==> config.mk <==
export PLATFORM = sky130hd
export DESIGN_NAME = memory_control
export DESIGN_NICKNAME = d
export VERILOG_FILES = /design/src/common/cache_pkg.sv /design/src/design/memory_control.sv
export VERILOG_INCLUDE_DIRS = /design/src /design/src/common
export SDC_FILE = /design/constraint.sdc
export NUM_CORES = 1
export LEC_CHECK = 0
export BUFFER_PORTS_ARGS = -buffer_cell sky130_fd_sc_hd__buf_2
export CAP_MARGIN = 5
export CELL_PAD_IN_SITES_DETAIL_PLACEMENT = 1
export CELL_PAD_IN_SITES_GLOBAL_PLACEMENT = 1
export CORE_ASPECT_RATIO = 0.5
export CORE_MARGIN = 2
export CORE_UTILIZATION = 23
export DETAILED_ROUTE_END_ITERATION = 8
export PLACE_DENSITY = 0.95
export SYNTH_ARGS = -nofsm -noshare
export SYNTH_HDL_FRONTEND = slang
export SYNTH_SLANG_ARGS = --single-unit
==> constraint.sdc <==
create_clock -name CLK -period 4.3 [get_ports CLK]
set_clock_uncertainty 0.05 [all_clocks]
set_input_delay 0.86 -clock CLK [delete_from_list [all_inputs] [get_ports CLK]]
set_output_delay 0.86 -clock CLK [all_outputs]
set_load 0.005 [all_outputs]
==> src/common/cache_settings.svh <==
`ifndef CACHE_SETTINGS_SVH
`define CACHE_SETTINGS_SVH

// cache geometry
`define CACHE_SETS 8
`define CACHE_WAYS 2
`define BLOCK_WORDS 2

// word memory behind the controller
`define RAM_LAT 3
`define RAM_DEPTH 1024

`endif

==> src/common/cache_pkg.sv <==
`include "cache_settings.svh"

package cache_pkg;

  // address split widths
  parameter int IDX_W = $clog2(`CACHE_SETS);
  parameter int BLK_W = $clog2(`BLOCK_WORDS);
  parameter int TAG_W = 32 - IDX_W - BLK_W - 2;
  parameter int WAY_W = $clog2(`CACHE_WAYS);
  parameter int RAM_AW = $clog2(`RAM_DEPTH);

  typedef logic [31:0] word_t;

  // byte address as seen by the cache
  typedef struct packed {
    logic [TAG_W-1:0] tag;
    logic [IDX_W-1:0] idx;
    logic [BLK_W-1:0] blkoff;
    logic [1:0]       bytoff;
  } daddr_t;

  // one way of one set
  typedef struct packed {
    logic                         valid;
    logic                         dirty;
    logic [TAG_W-1:0]             tag;
    word_t [`BLOCK_WORDS-1:0]     data;
  } dcache_frame_t;

  typedef enum logic [3:0] {
    idle,
    wb1,
    wb2,
    fill1,
    fill2,
    flush_scan,
    flush_wb1,
    flush_wb2,
    flushed_st
  } dcache_state_t;

endpackage

==> src/design/memory_control.sv <==
`timescale 1ns/1ps

module memory_control (
  input  logic                          CLK,
  input  logic                          nRST,
  input  logic                          mem_ren,
  input  logic                          mem_wen,
  input  cache_pkg::word_t              mem_addr,
  input  cache_pkg::word_t              mem_store,
  output cache_pkg::word_t              mem_load,
  output logic                          mem_wait,
  output logic                          ram_req,
  output logic                          ram_we,
  output logic [cache_pkg::RAM_AW-1:0]  ram_addr,
  output cache_pkg::word_t              ram_wdata,
  input  cache_pkg::word_t              ram_rdata,
  input  logic                          ram_done
);

  typedef enum logic {
    mc_idle,
    mc_busy
  } mc_state_t;

  mc_state_t state;
  logic req;
  logic done;
  cache_pkg::word_t load_q;

  assign req = mem_ren | mem_wen;

  // done marks the cycle the cache sees completion, so no restart then
  assign ram_req = (state == mc_busy) || (req && !done);
  assign ram_we = mem_wen;
  assign ram_addr = mem_addr[cache_pkg::RAM_AW+1:2];
  assign ram_wdata = mem_store;

  assign mem_wait = req && !done;
  assign mem_load = load_q;

  always_ff @(posedge CLK or negedge nRST) begin
    if (!nRST) begin
      state <= mc_idle;
      done <= 1'b0;
    end else begin
      done <= 1'b0;
      case (state)
        mc_idle: begin
          if (req && !done)
            state <= mc_busy;
        end
        mc_busy: begin
          if (ram_done) begin
            state <= mc_idle;
            done <= 1'b1;
          end
        end
        default: state <= mc_idle;
      endcase
    end
  end

  // read data held for the completion cycle
  always_ff @(posedge CLK) begin
    if (state == mc_busy && ram_done)
      load_q <= ram_rdata;
  end

endmodule

==> key figures <==
Status
  – Status: finished, final reports clean

GRT
  – Tot GR Track Use: 0.0809
  – Initial antenna violation count: 0
  – Vias in the first global route: between 700 and 800
  – Largest net degree at the start of global routing: 34
  – First-pass GRT wire length: between 3000 and 4000 um
  – Grt ovf: 0

Clock tree
  – H-Tree Depth: 2
  – Post_cts resized: 0
  – Num CTS Buffers: 5
  – CTS clk-pin slew, worst paths: 50 ps
  – Worst-Skew Late Latency: 270 ps
  – Cts-stage hold buffer count: 0
  – CTS tree: done
  – Post-CTS setup buffers: 0
  – CTS Sinks: 34
  – CTS max path bufs: 2
  – CTS root buffer: clkbuf_16

Power and ir drop
  – Leak Pwr: approximately 0.7 nW
  – PD cells: 480 nW/um^2
  – VDD IR-drop max: between 150 and 200 uV

Routing
  – DR iter-0 viols: 39
  – Drc violations: 0
  – Wire length per cell: 14.1 um
  – Via count: roughly 700
  – Vias/cell: between 3 and 4
  – Final wirelength: 2710 um
  – DR pass1 iterations: 3
  – Post-DRT Antenna Nets: 0

Logic synthesis
  – Synth Cell Area: 1380 um^2
  – Commonest cells post-synth: 43 x buf_4, 32 x edfxtp_1, 2 x dfrtp_1
  – YS warnings: 0
  – Number of flops mapped to enable cells by yosys: 32
  – Asr flop ratio synth: 0.0588
  – Synth Net Count: approximately 180
  – Most common cell in the netlist: buf_4
  – Mapped Cells: 82
  – Seq/Total Area, Yosys: 0.733
  – Cell variety after synth: 8
  – Top cells by area, synth: edfxtp_1 70%, buf_4 23%, dfrtp_1 3.6%
  – Post-synth top flop: edfxtp_1
  – Area share of the largest cell type after synthesis: 0.697
  – Synth area leader: edfxtp_1
  – FF+latch count, synth: 34
  – Syn_area_per_cell: 16.8 um^2

Critical path
  – Most used cell along the critical path: buf_2
  – Buf/Inv on CP: 2
  – Crit Path Max Fanout: 3
  – Critical path's slowest cell: o21bai_4
  – CP arrival: 1320 ps
  – Cells along the critical path: buf_2 -> o21bai_4 -> nand2b_1 -> buf_2
  – Crit path largest cell delay: 150 ps
  – CP Class: primary input to output port
  – CP Capture Type: output port
  – Worst setup SP type: primary input
  – Crit-path leading delay family: buffers and inverters
  – Req. time, crit path: 3390 ps

STA
  – Worst hold slack: 314 ps
  – Fin. max-slew vios: 0
  – Final Hold Viols: 0
  – Final period util: 0.519
  – Final TNS setup: 0 ps
  – Final setup viols: 0
  – Post-layout min period: about 2200 ps
  – Worst-margin pin slew: approximately 410 ps
  – Fmax achieved: 448 MHz
  – RSZ-0062 raised after global routing: false
  – Slew headroom: 0.724

Layout
  – Final #Nets: roughly 220
  – Share of layout cells above drive strength 1: 0.664
  – Synth-to-Final Area Change: 19.5%
  – Final Util: 0.292
  – # diodes: 0
  – Non-Filler Instances: between 150 and 200

Placed design
  – RePlAce Congestion: 0.597
  – Post-Place Cells: ~180
  – IO buf count: 71

Floorplanning
  – Row cnt: 19
  – Initial core utilization: 0.245
  – Die area: 6670 um^2
  – IO Pins: roughly 180
  – Core Area: about 5600 um^2
  – Die W: between 100 and 150 um
  – Die H: ~59 um

Hold path
  – Hold Path Class: primary input to async pin

Flow run
  – Max-capacitance violation count: 0
-- cell type report --
cell class | instances | area [um^2]
fillers | 603 | 3990
flip-flops and latches | 34 | 1010
repair buffers | 72 | 363
clock buffers | 6 | 129
well taps | 73 | 91.3
multi-input cells | 4 | 41.3
clock inverters | 2 | 8.76
inverters | 1 | 3.75
-- through the flow --
step           power (mW)  setup WS [ps]  instance area, um^2
2_1_floorplan       0.458           2190                 1380
3_3_place_gp        0.468           2080                 1510
3_5_place_dp        0.473           2060                 1510
4_1_cts             0.804           2060                 1650
5_1_grt             0.829           2030                 1650
6_report            0.791           2070                 1650
-- power breakdown --
group,total (mW),switching (mW),leakage (nW),internal [mW]
sequential,0.401,0.00682,0.325,0.394
clock,0.327,0.116,0.0683,0.211
combinational,0.0631,0.0314,0.305,0.0318
-- registers in the layout, summed over array words and instances (netlist names) --
signal / cells
mem_load: 32
state: 1
done: 1
-- logic make-up (layout without fill, tap and decap cells) --
| group | Yosys count | in the layout | share of synthesized area |
|---|---|---|---|
| compound gates | 1 | 1 | 0.0136 |
| buf+inv | 44 | 81 | 0.237 |
| flops | 34 | 34 | 0.733 |
| mux | 1 | 1 | 0.00726 |
| simple gates | 2 | 2 | 0.00908 |
-- per-layer routing --
| layer | track usage | wire, um |
|---|---|---|
| met4 | 0.0714 | 127 |
| met1 | 0.0701 | 807 |
| met3 | 0.0381 | 248 |
| met2 | 0.145 | 1530 |
| met5 | 0 | 0 |
-- layout by cell type (no fill, tap or decap) --
cell type | Yosys | layout
clkinv_1 | 0 | 1
clkbuf_1 | 0 | 1
inv_1 | 1 | 1
clkbuf_16 | 0 | 5
o21bai_4 | 1 | 1
dfrtp_1 | 2 | 2
buf_4 | 43 | 1
edfxtp_1 | 32 | 32
nand2b_1 | 1 | 1
buf_2 | 0 | 71
and2_1 | 1 | 1
mux2i_1 | 1 | 1
clkinv_2 | 0 | 1
-- final timing paths --
check,start,endpoint,slack (ps),cells after the start
max,mem_wen,ram_req,2070,4
min,nRST,done,310,1
max reg2reg,state,mem_load[20],3020,2
min reg2reg,state,state,440,1
max in group asynchronous,nRST,state,3790,1
min in group CLK,state,state,440,1
Power figures use the tool's default switching activity.
